[src/common/adc_sync_pkg.sv]
package adc_sync_pkg;

// Vector types
// ====================

// Delay counter and its thresholds
typedef logic [31:0] delay_count_t;

typedef logic [1:0] phase_sel_t;     // 0 = 0, 1 = 90, 2 = 180, 3 = 270 degrees
typedef logic [3:0] phase_bits_t;    // Snapshot of second ADC clock
typedef logic [15:0] sample_count_t; // Stability run length

// Controller states
// ====================
typedef enum logic [2:0] {
	st_init,
	st_reset_adc,
	st_wait_adc,
	st_wait_lock,
	st_sample,
	st_decide,
	st_done
} sync_state_t;

// Bit positions inside phase_bits_t
localparam int PHASE_0   = 0;
localparam int PHASE_90  = 1;
localparam int PHASE_180 = 2;
localparam int PHASE_270 = 3;

endpackage

[src/verilog/delay_timer.sv]
`timescale 1ns/10ps
module delay_timer #(
	parameter adc_sync_pkg::delay_count_t INIT_DELAY = 32'd125_000_000,
	parameter adc_sync_pkg::delay_count_t ADC_WAIT_DELAY = 32'd2000
) (
	input  logic dcm_psclk,
	input  logic ctrl_reset,
	input  logic timer_clear,
	output logic init_elapsed,
	output logic wait_elapsed
);

// Delay counter
// ====================
adc_sync_pkg::delay_count_t delay_count;

// Restarts from zero whenever the FSM clears it
always_ff @(posedge dcm_psclk) begin
	if (ctrl_reset || timer_clear) begin
		delay_count <= '0;
	end else begin
		delay_count <= delay_count + 32'd1;
	end
end

// Threshold compares
// ====================

// Power-up wait
assign init_elapsed = (delay_count > INIT_DELAY);

assign wait_elapsed = (delay_count > ADC_WAIT_DELAY); // ADC settling

endmodule

[src/verilog/reset_pulser.sv]
`timescale 1ns/10ps
module reset_pulser #(
	parameter adc_sync_pkg::delay_count_t RESET_PULSE_CYCLES = 32'd16
) (
	input  logic dcm_psclk,
	input  logic ctrl_reset,
	input  logic reset_start,
	output logic adc1_reset,
	output adc_sync_pkg::phase_sel_t reset_phase
);

// Wide enough to hold the full pulse width
localparam int PULSE_W = $clog2(RESET_PULSE_CYCLES + 1);

adc_sync_pkg::phase_sel_t attempt_phase; // Phase for the next attempt
logic [PULSE_W-1:0] pulse_cnt;           // Cycles of reset still to go

// Attempt phase
// ====================

// Each start takes the current phase and moves on to the next one
always_ff @(posedge dcm_psclk) begin
	if (ctrl_reset) begin
		attempt_phase <= '0;
		reset_phase <= '0;
	end else if (reset_start) begin
		reset_phase <= attempt_phase;
		attempt_phase <= attempt_phase + 2'd1; // Wraps after 270 degrees
	end
end

// Pulse width
// ====================
always_ff @(posedge dcm_psclk) begin
	if (ctrl_reset) begin
		pulse_cnt <= '0;
	end else if (reset_start) begin
		pulse_cnt <= PULSE_W'(RESET_PULSE_CYCLES);
	end else if (pulse_cnt != '0) begin
		pulse_cnt <= pulse_cnt - 1'b1;
	end
end

// High from the cycle after the start until the count runs out
assign adc1_reset = (pulse_cnt != '0);

endmodule

[src/verilog/phase_sampler.sv]
`timescale 1ns/10ps
module phase_sampler #(
	parameter adc_sync_pkg::sample_count_t SAMPLE_COUNT = 16'd64
) (
	input  logic dcm_psclk,
	input  logic ctrl_reset,
	input  logic sampler_clear,
	input  logic sample_req,
	input  adc_sync_pkg::phase_bits_t phase_bits,
	output logic sample_valid,
	output adc_sync_pkg::phase_bits_t phase_result
);

adc_sync_pkg::phase_bits_t prev_bits;   // Snapshot from last cycle
adc_sync_pkg::sample_count_t run_cnt;   // Equal snapshots so far
adc_sync_pkg::sample_count_t run_next;
logic bits_equal;

// Run tracking
// ====================
assign bits_equal = (phase_bits == prev_bits);

// Any change in the snapshot starts the run over
assign run_next = bits_equal ? run_cnt + 16'd1 : '0;

always_ff @(posedge dcm_psclk) begin
	if (ctrl_reset) begin
		prev_bits <= '0;
	end else begin
		prev_bits <= phase_bits;
	end
end

// Capture
// ====================

// Counting stops once a stable pattern is held
always_ff @(posedge dcm_psclk) begin
	if (ctrl_reset || sampler_clear) begin
		run_cnt <= '0;
		sample_valid <= 1'b0;
		phase_result <= '0;
	end else if (sample_req && !sample_valid) begin
		run_cnt <= run_next;
		if (run_next == SAMPLE_COUNT) begin
			phase_result <= phase_bits; // Pattern held long enough
			sample_valid <= 1'b1;
		end
	end
end

endmodule

[src/verilog/sync_fsm.sv]
`timescale 1ns/10ps
module sync_fsm (
	input  logic dcm_psclk,
	input  logic ctrl_reset,
	input  logic init_elapsed,
	input  logic wait_elapsed,
	input  logic dcm0_locked,
	input  logic dcm1_locked,
	input  logic sample_valid,
	input  adc_sync_pkg::phase_bits_t phase_result,
	output logic timer_clear,
	output logic reset_start,
	output logic sampler_clear,
	output logic sample_req,
	output logic sync_done
);

adc_sync_pkg::sync_state_t state;
adc_sync_pkg::sync_state_t next_state;
logic phase_good;

// Alignment rule
// ====================

// 90 degrees high together with its 0 or 180 degree neighbour
assign phase_good = phase_result[adc_sync_pkg::PHASE_90] &&
	(phase_result[adc_sync_pkg::PHASE_180] || phase_result[adc_sync_pkg::PHASE_0]);

// State register
// ====================
always_ff @(posedge dcm_psclk) begin
	if (ctrl_reset) begin
		state <= adc_sync_pkg::st_init;
	end else begin
		state <= next_state;
	end
end

// Next state and strobes
// ====================
always_comb begin
	next_state = state;
	timer_clear = 1'b0;
	reset_start = 1'b0;
	sampler_clear = 1'b0;
	sample_req = 1'b0;
	sync_done = 1'b0;
	case (state)
		adc_sync_pkg::st_init: begin
			if (init_elapsed) begin // Power-up wait over
				next_state = adc_sync_pkg::st_reset_adc;
			end
		end

		// Single cycle, restarts the timer for the settling wait
		adc_sync_pkg::st_reset_adc: begin
			reset_start = 1'b1;
			timer_clear = 1'b1;
			next_state = adc_sync_pkg::st_wait_adc;
		end

		adc_sync_pkg::st_wait_adc: begin
			if (wait_elapsed) begin
				next_state = adc_sync_pkg::st_wait_lock;
			end
		end

		adc_sync_pkg::st_wait_lock: begin
			sampler_clear = 1'b1; // Fresh sample per attempt
			if (dcm0_locked && dcm1_locked) begin
				next_state = adc_sync_pkg::st_sample;
			end
		end

		adc_sync_pkg::st_sample: begin
			sample_req = 1'b1;
			if (sample_valid) begin
				next_state = adc_sync_pkg::st_decide;
			end
		end

		adc_sync_pkg::st_decide: begin
			timer_clear = 1'b1;
			sampler_clear = 1'b1;
			if (phase_good) begin
				next_state = adc_sync_pkg::st_done;
			end else begin
				next_state = adc_sync_pkg::st_reset_adc; // Retry on next phase
			end
		end

		// Held until the next reset
		adc_sync_pkg::st_done: begin
			sync_done = 1'b1;
		end

		default: begin
			next_state = adc_sync_pkg::st_init;
		end
	endcase
end

endmodule

[src/verilog/adc_sync_top.sv]
`timescale 1ns/10ps
module adc_sync_top #(
	parameter adc_sync_pkg::delay_count_t INIT_DELAY = 32'd125_000_000,
	parameter adc_sync_pkg::delay_count_t ADC_WAIT_DELAY = 32'd2000,
	parameter adc_sync_pkg::delay_count_t RESET_PULSE_CYCLES = 32'd16,
	parameter adc_sync_pkg::sample_count_t SAMPLE_COUNT = 16'd64
) (
	input  logic dcm_psclk,
	input  logic ctrl_reset,
	input  logic dcm0_locked,
	input  logic dcm1_locked,
	input  adc_sync_pkg::phase_bits_t phase_bits,
	output logic adc1_reset,
	output adc_sync_pkg::phase_sel_t reset_phase,
	output logic sync_done
);

// Internal wires
// ====================
logic timer_clear;
logic init_elapsed;
logic wait_elapsed;
logic reset_start;
logic sampler_clear;
logic sample_req;
logic sample_valid;
adc_sync_pkg::phase_bits_t phase_result;

// Blocks
// ====================
delay_timer #(
	.INIT_DELAY(INIT_DELAY),
	.ADC_WAIT_DELAY(ADC_WAIT_DELAY)
) delay_timer_inst (
	.dcm_psclk(dcm_psclk),
	.ctrl_reset(ctrl_reset),
	.timer_clear(timer_clear),
	.init_elapsed(init_elapsed),
	.wait_elapsed(wait_elapsed)
);

// Second ADC reset, one pulse per attempt
reset_pulser #(
	.RESET_PULSE_CYCLES(RESET_PULSE_CYCLES)
) reset_pulser_inst (
	.dcm_psclk(dcm_psclk),
	.ctrl_reset(ctrl_reset),
	.reset_start(reset_start),
	.adc1_reset(adc1_reset),
	.reset_phase(reset_phase)
);

phase_sampler #(
	.SAMPLE_COUNT(SAMPLE_COUNT)
) phase_sampler_inst (
	.dcm_psclk(dcm_psclk),
	.ctrl_reset(ctrl_reset),
	.sampler_clear(sampler_clear),
	.sample_req(sample_req),
	.phase_bits(phase_bits),
	.sample_valid(sample_valid),
	.phase_result(phase_result)
);

sync_fsm sync_fsm_inst (
	.dcm_psclk(dcm_psclk),
	.ctrl_reset(ctrl_reset),
	.init_elapsed(init_elapsed),
	.wait_elapsed(wait_elapsed),
	.dcm0_locked(dcm0_locked),
	.dcm1_locked(dcm1_locked),
	.sample_valid(sample_valid),
	.phase_result(phase_result),
	.timer_clear(timer_clear),
	.reset_start(reset_start),
	.sampler_clear(sampler_clear),
	.sample_req(sample_req),
	.sync_done(sync_done)
);

endmodule

[config.mk]
export PLATFORM = sky130hd
export DESIGN_NAME = adc_sync_top
export DESIGN_NICKNAME = d
export VERILOG_FILES = /design/src/common/adc_sync_pkg.sv /design/src/verilog/delay_timer.sv /design/src/verilog/reset_pulser.sv /design/src/verilog/phase_sampler.sv /design/src/verilog/sync_fsm.sv /design/src/verilog/adc_sync_top.sv
export SDC_FILE = /design/constraint.sdc
export NUM_CORES = 1
export LEC_CHECK = 0
export ABC_AREA = 0
export BUFFER_PORTS_ARGS = -buffer_cell sky130_fd_sc_hd__buf_2
export CAP_MARGIN = 20
export CORE_ASPECT_RATIO = 1.5
export CORE_MARGIN = 2
export CORE_UTILIZATION = 40
export CTS_CLUSTER_DIAMETER = 50
export DETAILED_ROUTE_END_ITERATION = 10
export PLACE_DENSITY = 0.62
export SETUP_SLACK_MARGIN = 0.15
export SLEW_MARGIN = 20
export SYNTH_ARGS = -nofsm -noshare
export SYNTH_HDL_FRONTEND = slang
export SYNTH_SLANG_ARGS = --single-unit
[constraint.sdc]
create_clock -name dcm_psclk -period 5.6 [get_ports dcm_psclk]
set_clock_uncertainty 0.15 [all_clocks]
set_input_delay 1.12 -clock dcm_psclk [delete_from_list [all_inputs] [get_ports dcm_psclk]]
set_output_delay 1.12 -clock dcm_psclk [all_outputs]
set_load 0.01 [all_outputs]
Word level (Yosys, flattened, before mapping). Index checks and enable logic that the tools add are counted.

Reduce and logical (&&, ||, !) cells: 15. $lt $le $gt $ge: 2. Divide/modulo/power cells: 0. Multipliers: 0. Multiplexer cells: 14. Add/subtract/negate cells: 4. Shift-type cells: 0. Equality and inequality tests: 12. Bitwise operators: 1.

Operators with widths (number): 32-bit by 1-bit adder with 32-bit output, second input constant (1); 32-bit by 11-bit > comparator with 1-bit output, second input constant (1); 32-bit by 27-bit > comparator with 1-bit output, second input constant (1); 3-bit case mux with 7 select lines (1); 16-bit by 1-bit adder with 16-bit output, second input constant (1); 16-bit by 7-bit equality test with 1-bit output, second input constant (1); 16-bit two-way mux (1); 3-bit two-way mux (5); 5-bit two-way mux (2); 3-bit equality test, second input constant (3); 3-bit by 2-bit equality test with 1-bit output, second input constant (2); 2-bit inequality test, second input constant (3); 2-bit OR reduction (3); 1-bit two-way mux (5); 5-bit AND reduction (1); 5-bit nonzero test (1); 5-bit by 1-bit subtractor with 5-bit output, second input constant (1); 4-bit equality test (1); 3-bit by 1-bit equality test with 1-bit output, second input constant (1); 1-bit logical AND (3); 3-bit zero test (1); 1-bit logical OR (3); 2-bit by 1-bit adder with 2-bit output, second input constant (1); 2-bit by 1-bit inequality test with 1-bit output, second input constant (1); 4 further kinds (4).

Memories kept: 0. RAM bits: 0. Input bits: 8. Register bits: 68. Bits in latches: 0. Logic and storage cells: 58. Memory bits (read-only): 0.

Depth between registers and ports, before layout. Gate-level depths: netlist (run 1).

Depth after elaboration: 4. Mapped depth: 8. Gate-level depth less buffers: 8.

Cells and area by module. From an unflattened synthesis (run 1), not the netlist that was laid out.

Cells, all modules: 448. Area total of the unflattened synthesis: 3744.8 µm².

Modules (own cells, without submodules): delay_timer (area an instance 1709.1 µm², instances 1, sequential area each 640.6 µm², cells an instance 199); phase_sampler (area an instance 1427.6 µm², instances 1, sequential area each 500.5 µm², cells an instance 181); reset_pulser (area an instance 374.1 µm², instances 1, sequential area each 180.2 µm², cells an instance 39); sync_fsm (area an instance 234.0 µm², instances 1, sequential area each 60.1 µm², cells an instance 29).

Worst setup path after synthesis (run 1). Ideal clock, no wire load.

Path kind: input-to-reg. Start point: input phase_bits[0]. End point: register phase_sampler_inst.phase_result[0]. Path slack: 2.490 ns. Arrival time: 2.889 ns. Required time: 5.378 ns. Stages: 7. Cells stage by stage: xnor2_1 -> and4_1 -> buf_2 -> nand2_2 -> or4_1 -> a2111oi_4 -> mux2i_1.

Longest elaborated chain between the ends: 4.

RTL lines: from (decl) (RTL line adc_sync_top.sv:12) `input adc_sync_pkg::phase_bits_t phase_bits,`; 4-bit equality test (RTL line phase_sampler.sv:21) `assign bits_equal = (phase_bits == prev_bits);`; 16-bit two-way mux (RTL line phase_sampler.sv:24) `assign run_next = bits_equal ? run_cnt + 16'd1 : '0;`; 16-bit by 7-bit equality test with 1-bit output (RTL line phase_sampler.sv:45) `if (run_next == SAMPLE_COUNT) begin`; 2-bit AND reduction (no line); to (signal assigned) (RTL line phase_sampler.sv:46) `phase_result <= phase_bits;`; to (decl) (RTL line phase_sampler.sv:11) `output adc_sync_pkg::phase_bits_t phase_result`.

Several ways; a longest one is shown, not always the timed one. A chain may end at the register's enable or synchronous reset.

Worst setup path in the final report (run 1).
Start point: input phase_bits[0]. End point: register phase_sampler_inst.phase_result[1].

Longest elaborated chain between the ends: 4.

RTL lines (RTL line): 4-bit equality test (phase_sampler.sv:21); 16-bit two-way mux (phase_sampler.sv:24); 16-bit by 7-bit equality test with 1-bit output (phase_sampler.sv:45); 2-bit AND reduction (no line).

No other way between the ends.

==> results of run 1 <==
[stage by stage]
step	total power, mW	worst slack [ns]	instance area [µm²]	hold slack, ns	utilization
after detailed placement	0.728	1.95	3630	0.306	0.429
after CTS	1.37	2.28	3970	0.314	0.469
final	1.36	2.28	3970	0.308	0.469
after floorplan	0.696	2.49	3510	0.281	-
after global placement	0.723	2.07	3630	0.290	0.429
after global routing	1.42	2.12	3970	0.320	0.469
[worst min-delay path, cell delays in order (launching register included)]
cell and delay (ns):
dfxtp_1 0.30, nand2_1 0.05, a21oi_1 0.06
[cell type report]
cell class,instances,area share
sequential,68,0.343
clock buffer,9,0.0568
clock inverter,6,0.0287
tap,107,0.0337
timing repair buffer,12,0.0158
inverter,10,0.00946
multi-input combinational,330,0.512
[final timing paths]
kind | from | endpoint
hold reg to reg | reset_pulser_inst.reset_phase[1] | reset_pulser_inst.reset_phase[1]
hold / removal | reset_pulser_inst.reset_phase[1] | reset_pulser_inst.reset_phase[1]
setup / recovery | phase_bits[0] | phase_sampler_inst.phase_result[1]
setup reg to reg | sync_fsm_inst.state[2] | phase_sampler_inst.phase_result[1]
[cells by family (layout without fill, tap and decap cells)]
group / Yosys count / in the layout / share of synthesized area
adder cells (fa/ha/maj): 5 / 5 / 0.0178
flip-flops: 68 / 68 / 0.388
buffers and inverters: 27 / 37 / 0.0328
XOR/XNOR: 43 / 43 / 0.107
multiplexers: 4 / 4 / 0.0118
AO/OA/AOI/OAI: 68 / 68 / 0.125
AND/OR/NAND/NOR: 210 / 210 / 0.317
[synthesized netlist by cell type (6+ instances only)]
cell type | count | area [µm²]
nor4_1 | 6 | 37.5
inv_1 | 10 | 37.5
nor3_1 | 14 | 70.1
o21ai_0 | 13 | 65.1
clkbuf_1 | 9 | 33.8
or4_1 | 6 | 45.0
nor2_1 | 63 | 236
dfxtp_1 | 68 | 1360
and3_1 | 6 | 37.5
xnor2_1 | 21 | 184
nand2_1 | 47 | 176
a21oi_1 | 23 | 115
nand3_1 | 16 | 80.1
a31oi_1 | 9 | 56.3
nand4_1 | 11 | 68.8
xor2_1 | 22 | 193
[metal layers]
layer  track usage  wire length (µm)
met3        0.0412               199
met2         0.295              3920
met4        0.0794               206
met1         0.193              3370
met5             0                 0
[power breakdown]
group / internal [mW] / switching, mW
Clock: 0.433 / 0.214
Sequential: 0.511 / 0.0322
Combinational: 0.0763 / 0.0968
[registers in the layout (all words and copies together) (netlist names)]
| register | cells |
|---|---|
| phase_sampler_inst.phase_result | 3 |
| sync_fsm_inst.state | 3 |
| phase_sampler_inst.run_cnt | 16 |
| phase_sampler_inst.prev_bits | 4 |
| reset_pulser_inst.reset_phase | 2 |
| reset_pulser_inst.attempt_phase | 2 |
| delay_timer_inst.delay_count | 32 |
| phase_sampler_inst.sample_valid | 1 |
| reset_pulser_inst.pulse_cnt | 5 |
==> qor.yml, run 1 <==
synth:
  synth.distinct_cells: 55
  synthArstFlopShare: 0
  syn_avg_cell_area_um2: 8.26
  ys_seq_area_frac: 0.388
  syn_nets: 438
  synth_area_mm2: 0.00351
  synth-edff-count: 0
  ys_seq_elements: 68
  syn_inst: 425
  ys_warn_count: 0
  ys.flop_type: "dfxtp_1"
sta:
  timing.fmax_mhz: 301
  slew_viol_final: 0
  rsz0062_at_grt: "false"
  setup_tns_ns: 0
  finalSetupViolCount: 0
  hold_viol: 0
  relSlewSlack: 0.296
  tightest_slew_ns: 1.06
  finalCritPeriodShare: 0.593
  period_minus_slack_ns: 3.32
clock_network:
  clock_path_buffers: 2
  holdBufCountCts: 0
  clk_latency_ns: 0.33
  cts_sinks: 68
  cts_setup_buffers: 0
  htreeDepth: 3
  cts_tree: "built"
  cts-root-buf: "clkbuf_16"
  path_clk_slew_ns: 0.05
  post_cts_resized: 0
  cts_buffers: 9
route:
  vias: 2956
  wl_per_cell_um: 14.2
  drtIter0Drc: 148
  routed_wl_mm: 7.69
  dr.pass1.iters: 4
  drc_errors: 0
  viasPerCell: 5.45
  antenna_left: 0
finish:
  final_cell_mix: "dfxtp_1, nor2_1, nand2_1"
  final-seq-area_mm2: 0.00136
  multi_input_area_mm2: 0.00203
  finalNonFillerCells: 542
  area_growth_pct: 13.0
  antenna_cells: 0
  fillCellCount: 844
  drive_above_1_share: 0.0989
  mostFrequentLayoutCell: "dfxtp_1"
  layout.nets: 444
global_routing:
  grt_pass1_vias: 2822
  gr-total-overflow: 0
  grt.total_usage: 0.171
  grt_antenna_before_repair: 0
  grt_pass1_wl_mm: 13.0
  grt_max_degree: 33
run:
  maxCapViolCount: 0
worst_setup_path:
  worstSetupPathType: "in -> reg"
  critPathArrivalTime_ns: 3.42
  reg2reg_depth: 5
  slowest_delay_ns: 0.63
  cp.depth: 7
  crit_chain: "buf_2 > xnor2_1 > and4_1 > nand2_2 > or4_1 > a2111oi_4 > mux2i_1"
  critPathBufInv: 1
  critPathMaxFanout: 10
  setup.worst_path.start_class: "input pin"
  crit_path_end_kind: "flop"
  cp_slowest_cell: "or4_1"
  timing.reg2reg.setup_slack_ns: 2.64
  worst_ep_required_time_ns: 5.70
  path_delay_family: "simple AND/OR/NAND/NOR gates"
placed_design:
  gp_congestion: 0.854
  port-buffer-count: 11
  placedCellCount: 527
  dp_hpwl_mm: 5.38
outcome:
  status: "completed"
worst_hold_path:
  whs_path_depth: 2
  worst_hold_path_type: "reg -> reg"
floorplanning:
  die_area_mm2: 0.00955
  io_pins: 12
  start_util: 0.415
  die_y_um: 119
  core_area_mm2: 0.00846
  die_w_um: 80.5
  placementRows: 41
power:
  powerDensity_mw_per_mm2: 343
  p_leak_nw: 1.39
  vdd_drop_max_uv: 175
(Power assumes the default switching activity.)
==> run 2, diff against run 1 <==
==> constraint.sdc (replaced) <==
create_clock -name dcm_psclk -period 3.4 [get_ports dcm_psclk]
set_clock_uncertainty 0.15 [all_clocks]
set_input_delay 0.68 -clock dcm_psclk [delete_from_list [all_inputs] [get_ports dcm_psclk]]
set_output_delay 0.68 -clock dcm_psclk [all_outputs]
set_load 0.01 [all_outputs]
==> run 2 against run 1 <==
  * Hold slack gained 0.0016 ns
  * Sequential share of layout area shrank 0.40 points
  * Global-route usage shrank 0.18 points
  * Sequential power grew 65%
  * Critical path type is now reg -> reg
  * Critical path depth is the same
  * Die area is the same
  * Clock-buffer cell count grew 1
  * Largest power group unchanged
  * Final area grew 1.2%
  * Non-clock buffer count grew 6
==> qor.yml, run 2 (synthesized netlist as in run 1, its figures left out) <==
clock_network:
  post_cts_resized: 0  # unchanged
  holdBufCountCts: 0  # unchanged
  clk_latency_ns: 0.34  # about the same
  cts_setup_buffers: 0  # unchanged
  path_clk_slew_ns: 0.06  # about the same
  cts_sinks: 68  # unchanged
  cts-root-buf: "clkbuf_16"
  cts_buffers: 9  # unchanged
  htreeDepth: 3  # unchanged
  cts_tree: "built"
  clock_path_buffers: 2  # unchanged
worst_setup_path:
  critPathArrivalTime_ns: 3.00  # -0.42 ns
  critPathMaxFanout: 8  # -2
  worstSetupPathType: "reg -> reg"
  crit_path_end_kind: "flop"
  worst_ep_required_time_ns: 3.51  # -2.19 ns
  setup.worst_path.start_class: "flop"
route:
  drc_errors: 0  # unchanged
  wl_per_cell_um: 14.0  # -1.6%
  dr.pass1.iters: 4  # unchanged
  routed_wl_mm: 7.67  # -0.30%
  antenna_left: 0  # unchanged
  drtIter0Drc: 147  # -0.68%
  vias: 2987  # +1.0%
  viasPerCell: 5.44  # -0.24%
floorplanning:
  placementRows: 41  # unchanged
  die_w_um: 80.5  # unchanged
  die_area_mm2: 0.00955  # unchanged
  io_pins: 12  # unchanged
  die_y_um: 119  # unchanged
  core_area_mm2: 0.00846  # unchanged
  start_util: 0.415  # unchanged
finish:
  layout.nets: 450  # +1.4%
  multi_input_area_mm2: 0.00203  # unchanged
  largest_register_ffs: 32  # unchanged
  final-seq-area_mm2: 0.00136  # unchanged
  regMostFlops: "delay_timer_inst.delay_count"
  fillCellCount: 828  # -1.9%
  drive_above_1_share: 0.111  # +0.0120
  antenna_cells: 0  # unchanged
  mostFrequentLayoutCell: "dfxtp_1"
  final_cell_mix: "dfxtp_1, nor2_1, nand2_1"
  area_growth_pct: 14.4
  reg_top3: "delay_timer_inst.delay_count (32), phase_sampler_inst.run_cnt (16), reset_pulser_inst.pulse_cnt (5)"
sta:
  period_minus_slack_ns: 2.89
  rsz0062_at_grt: "false"
  hold_viol: 0  # unchanged
  finalSetupViolCount: 0  # unchanged
  timing.fmax_mhz: 346
  relSlewSlack: 0.614  # +0.319
  tightest_slew_ns: 0.574  # -0.483 ns
  finalCritPeriodShare: 0.851
  setup_tns_ns: 0  # unchanged
  slew_viol_final: 0  # unchanged
placed_design:
  dp_hpwl_mm: 5.29  # -1.6%
  port-buffer-count: 11  # unchanged
  gp_congestion: 0.866  # +1.4%
global_routing:
  grt_pass1_vias: 2749  # -2.6%
  grt_max_degree: 33  # unchanged
  grt_pass1_wl_mm: 12.8  # -0.91%
  gr-total-overflow: 0  # unchanged
  grt.total_usage: 0.169  # -0.00184
  grt_antenna_before_repair: 0  # unchanged
power:
  p_switching_mw: 0.577  # +68%
  intPower_mw: 1.69  # +65%
  p_comb_frac: 0.127  # about the same
  power.total_mw: 2.26  # +66%
  p_seq_frac: 0.395  # -0.003
  clock_power_share: 0.478  # +0.003
  p_leak_nw: 1.43  # +2.6%
  powerDensity_mw_per_mm2: 564  # +64%
  vdd_drop_max_uv: 332  # +90%
  swShare: 0.255  # +0.00336
outcome:
  status: "completed"
worst_hold_path:
  worst_hold_path_type: "reg -> reg"
run:
  maxCapViolCount: 0  # unchanged
==> run 2: power groups by stage <==
stage	Sequential (mW)	Combinational (mW)	Clock, mW
final	0.894	0.288	1.08
after floorplan	0.885	0.261	0
after CTS	0.894	0.292	1.10
after global placement	0.911	0.285	0
after detailed placement	0.911	0.289	0
after global routing	0.901	0.332	1.13
==> run 2: final cells by class <==
class / instances / area share
multi-input combinational: 330 / 0.507
sequential: 68 / 0.339
clock buffer: 10 / 0.0570
tap: 107 / 0.0334
clock inverter: 6 / 0.0277
timing repair buffer: 18 / 0.0268
inverter: 10 / 0.00935
==> run 2: final timing paths <==
path | from | end | slack [ns] | cells after the start
worst min-delay path | reset_pulser_inst.reset_phase[0] | reset_pulser_inst.reset_phase[0] | 0.31 | 2
worst max-delay path | phase_sampler_inst.run_cnt[0] | phase_sampler_inst.phase_result[1] | 0.51 | 7
worst max register to register | phase_sampler_inst.run_cnt[0] | phase_sampler_inst.phase_result[1] | 0.51 | 7
worst min register to register | reset_pulser_inst.reset_phase[0] | reset_pulser_inst.reset_phase[0] | 0.31 | 2
==> run 2: worst max-delay path, cell delays in order, from the launching register on <==
cell	delay (ns)
dfxtp_1	0.41
ha_1	0.32
inv_1	0.13
or4_1	0.59
xnor2_1	0.15
a211o_1	0.31
a2111oi_4	0.50
mux2i_1	0.25
==> run 2: through the flow <==
stage	utilization	instance area (µm²)	hold WS [ns]	setup slack (ns)	std cells
after global placement	0.434	3670	0.290	0.622	533
after floorplan	-	3510	0.281	0.730	425
final	0.474	4010	0.310	0.508	549
after global routing	0.474	4010	0.334	0.305	549
after CTS	0.474	4010	0.313	0.524	549
after detailed placement	0.434	3670	0.304	0.522	533
==> run 2: layer usage <==
metal  routed length (µm)  vias to the layer above  global-route usage  share of wire
li1                     -                     1531                   -              -
met1                 3440                     1399               0.198           0.45
met2                 3790                       43               0.284           0.49
met3                  224                       14              0.0359          0.029
met4                  217                        0              0.0847          0.028
met5                    0                        -                   0              0
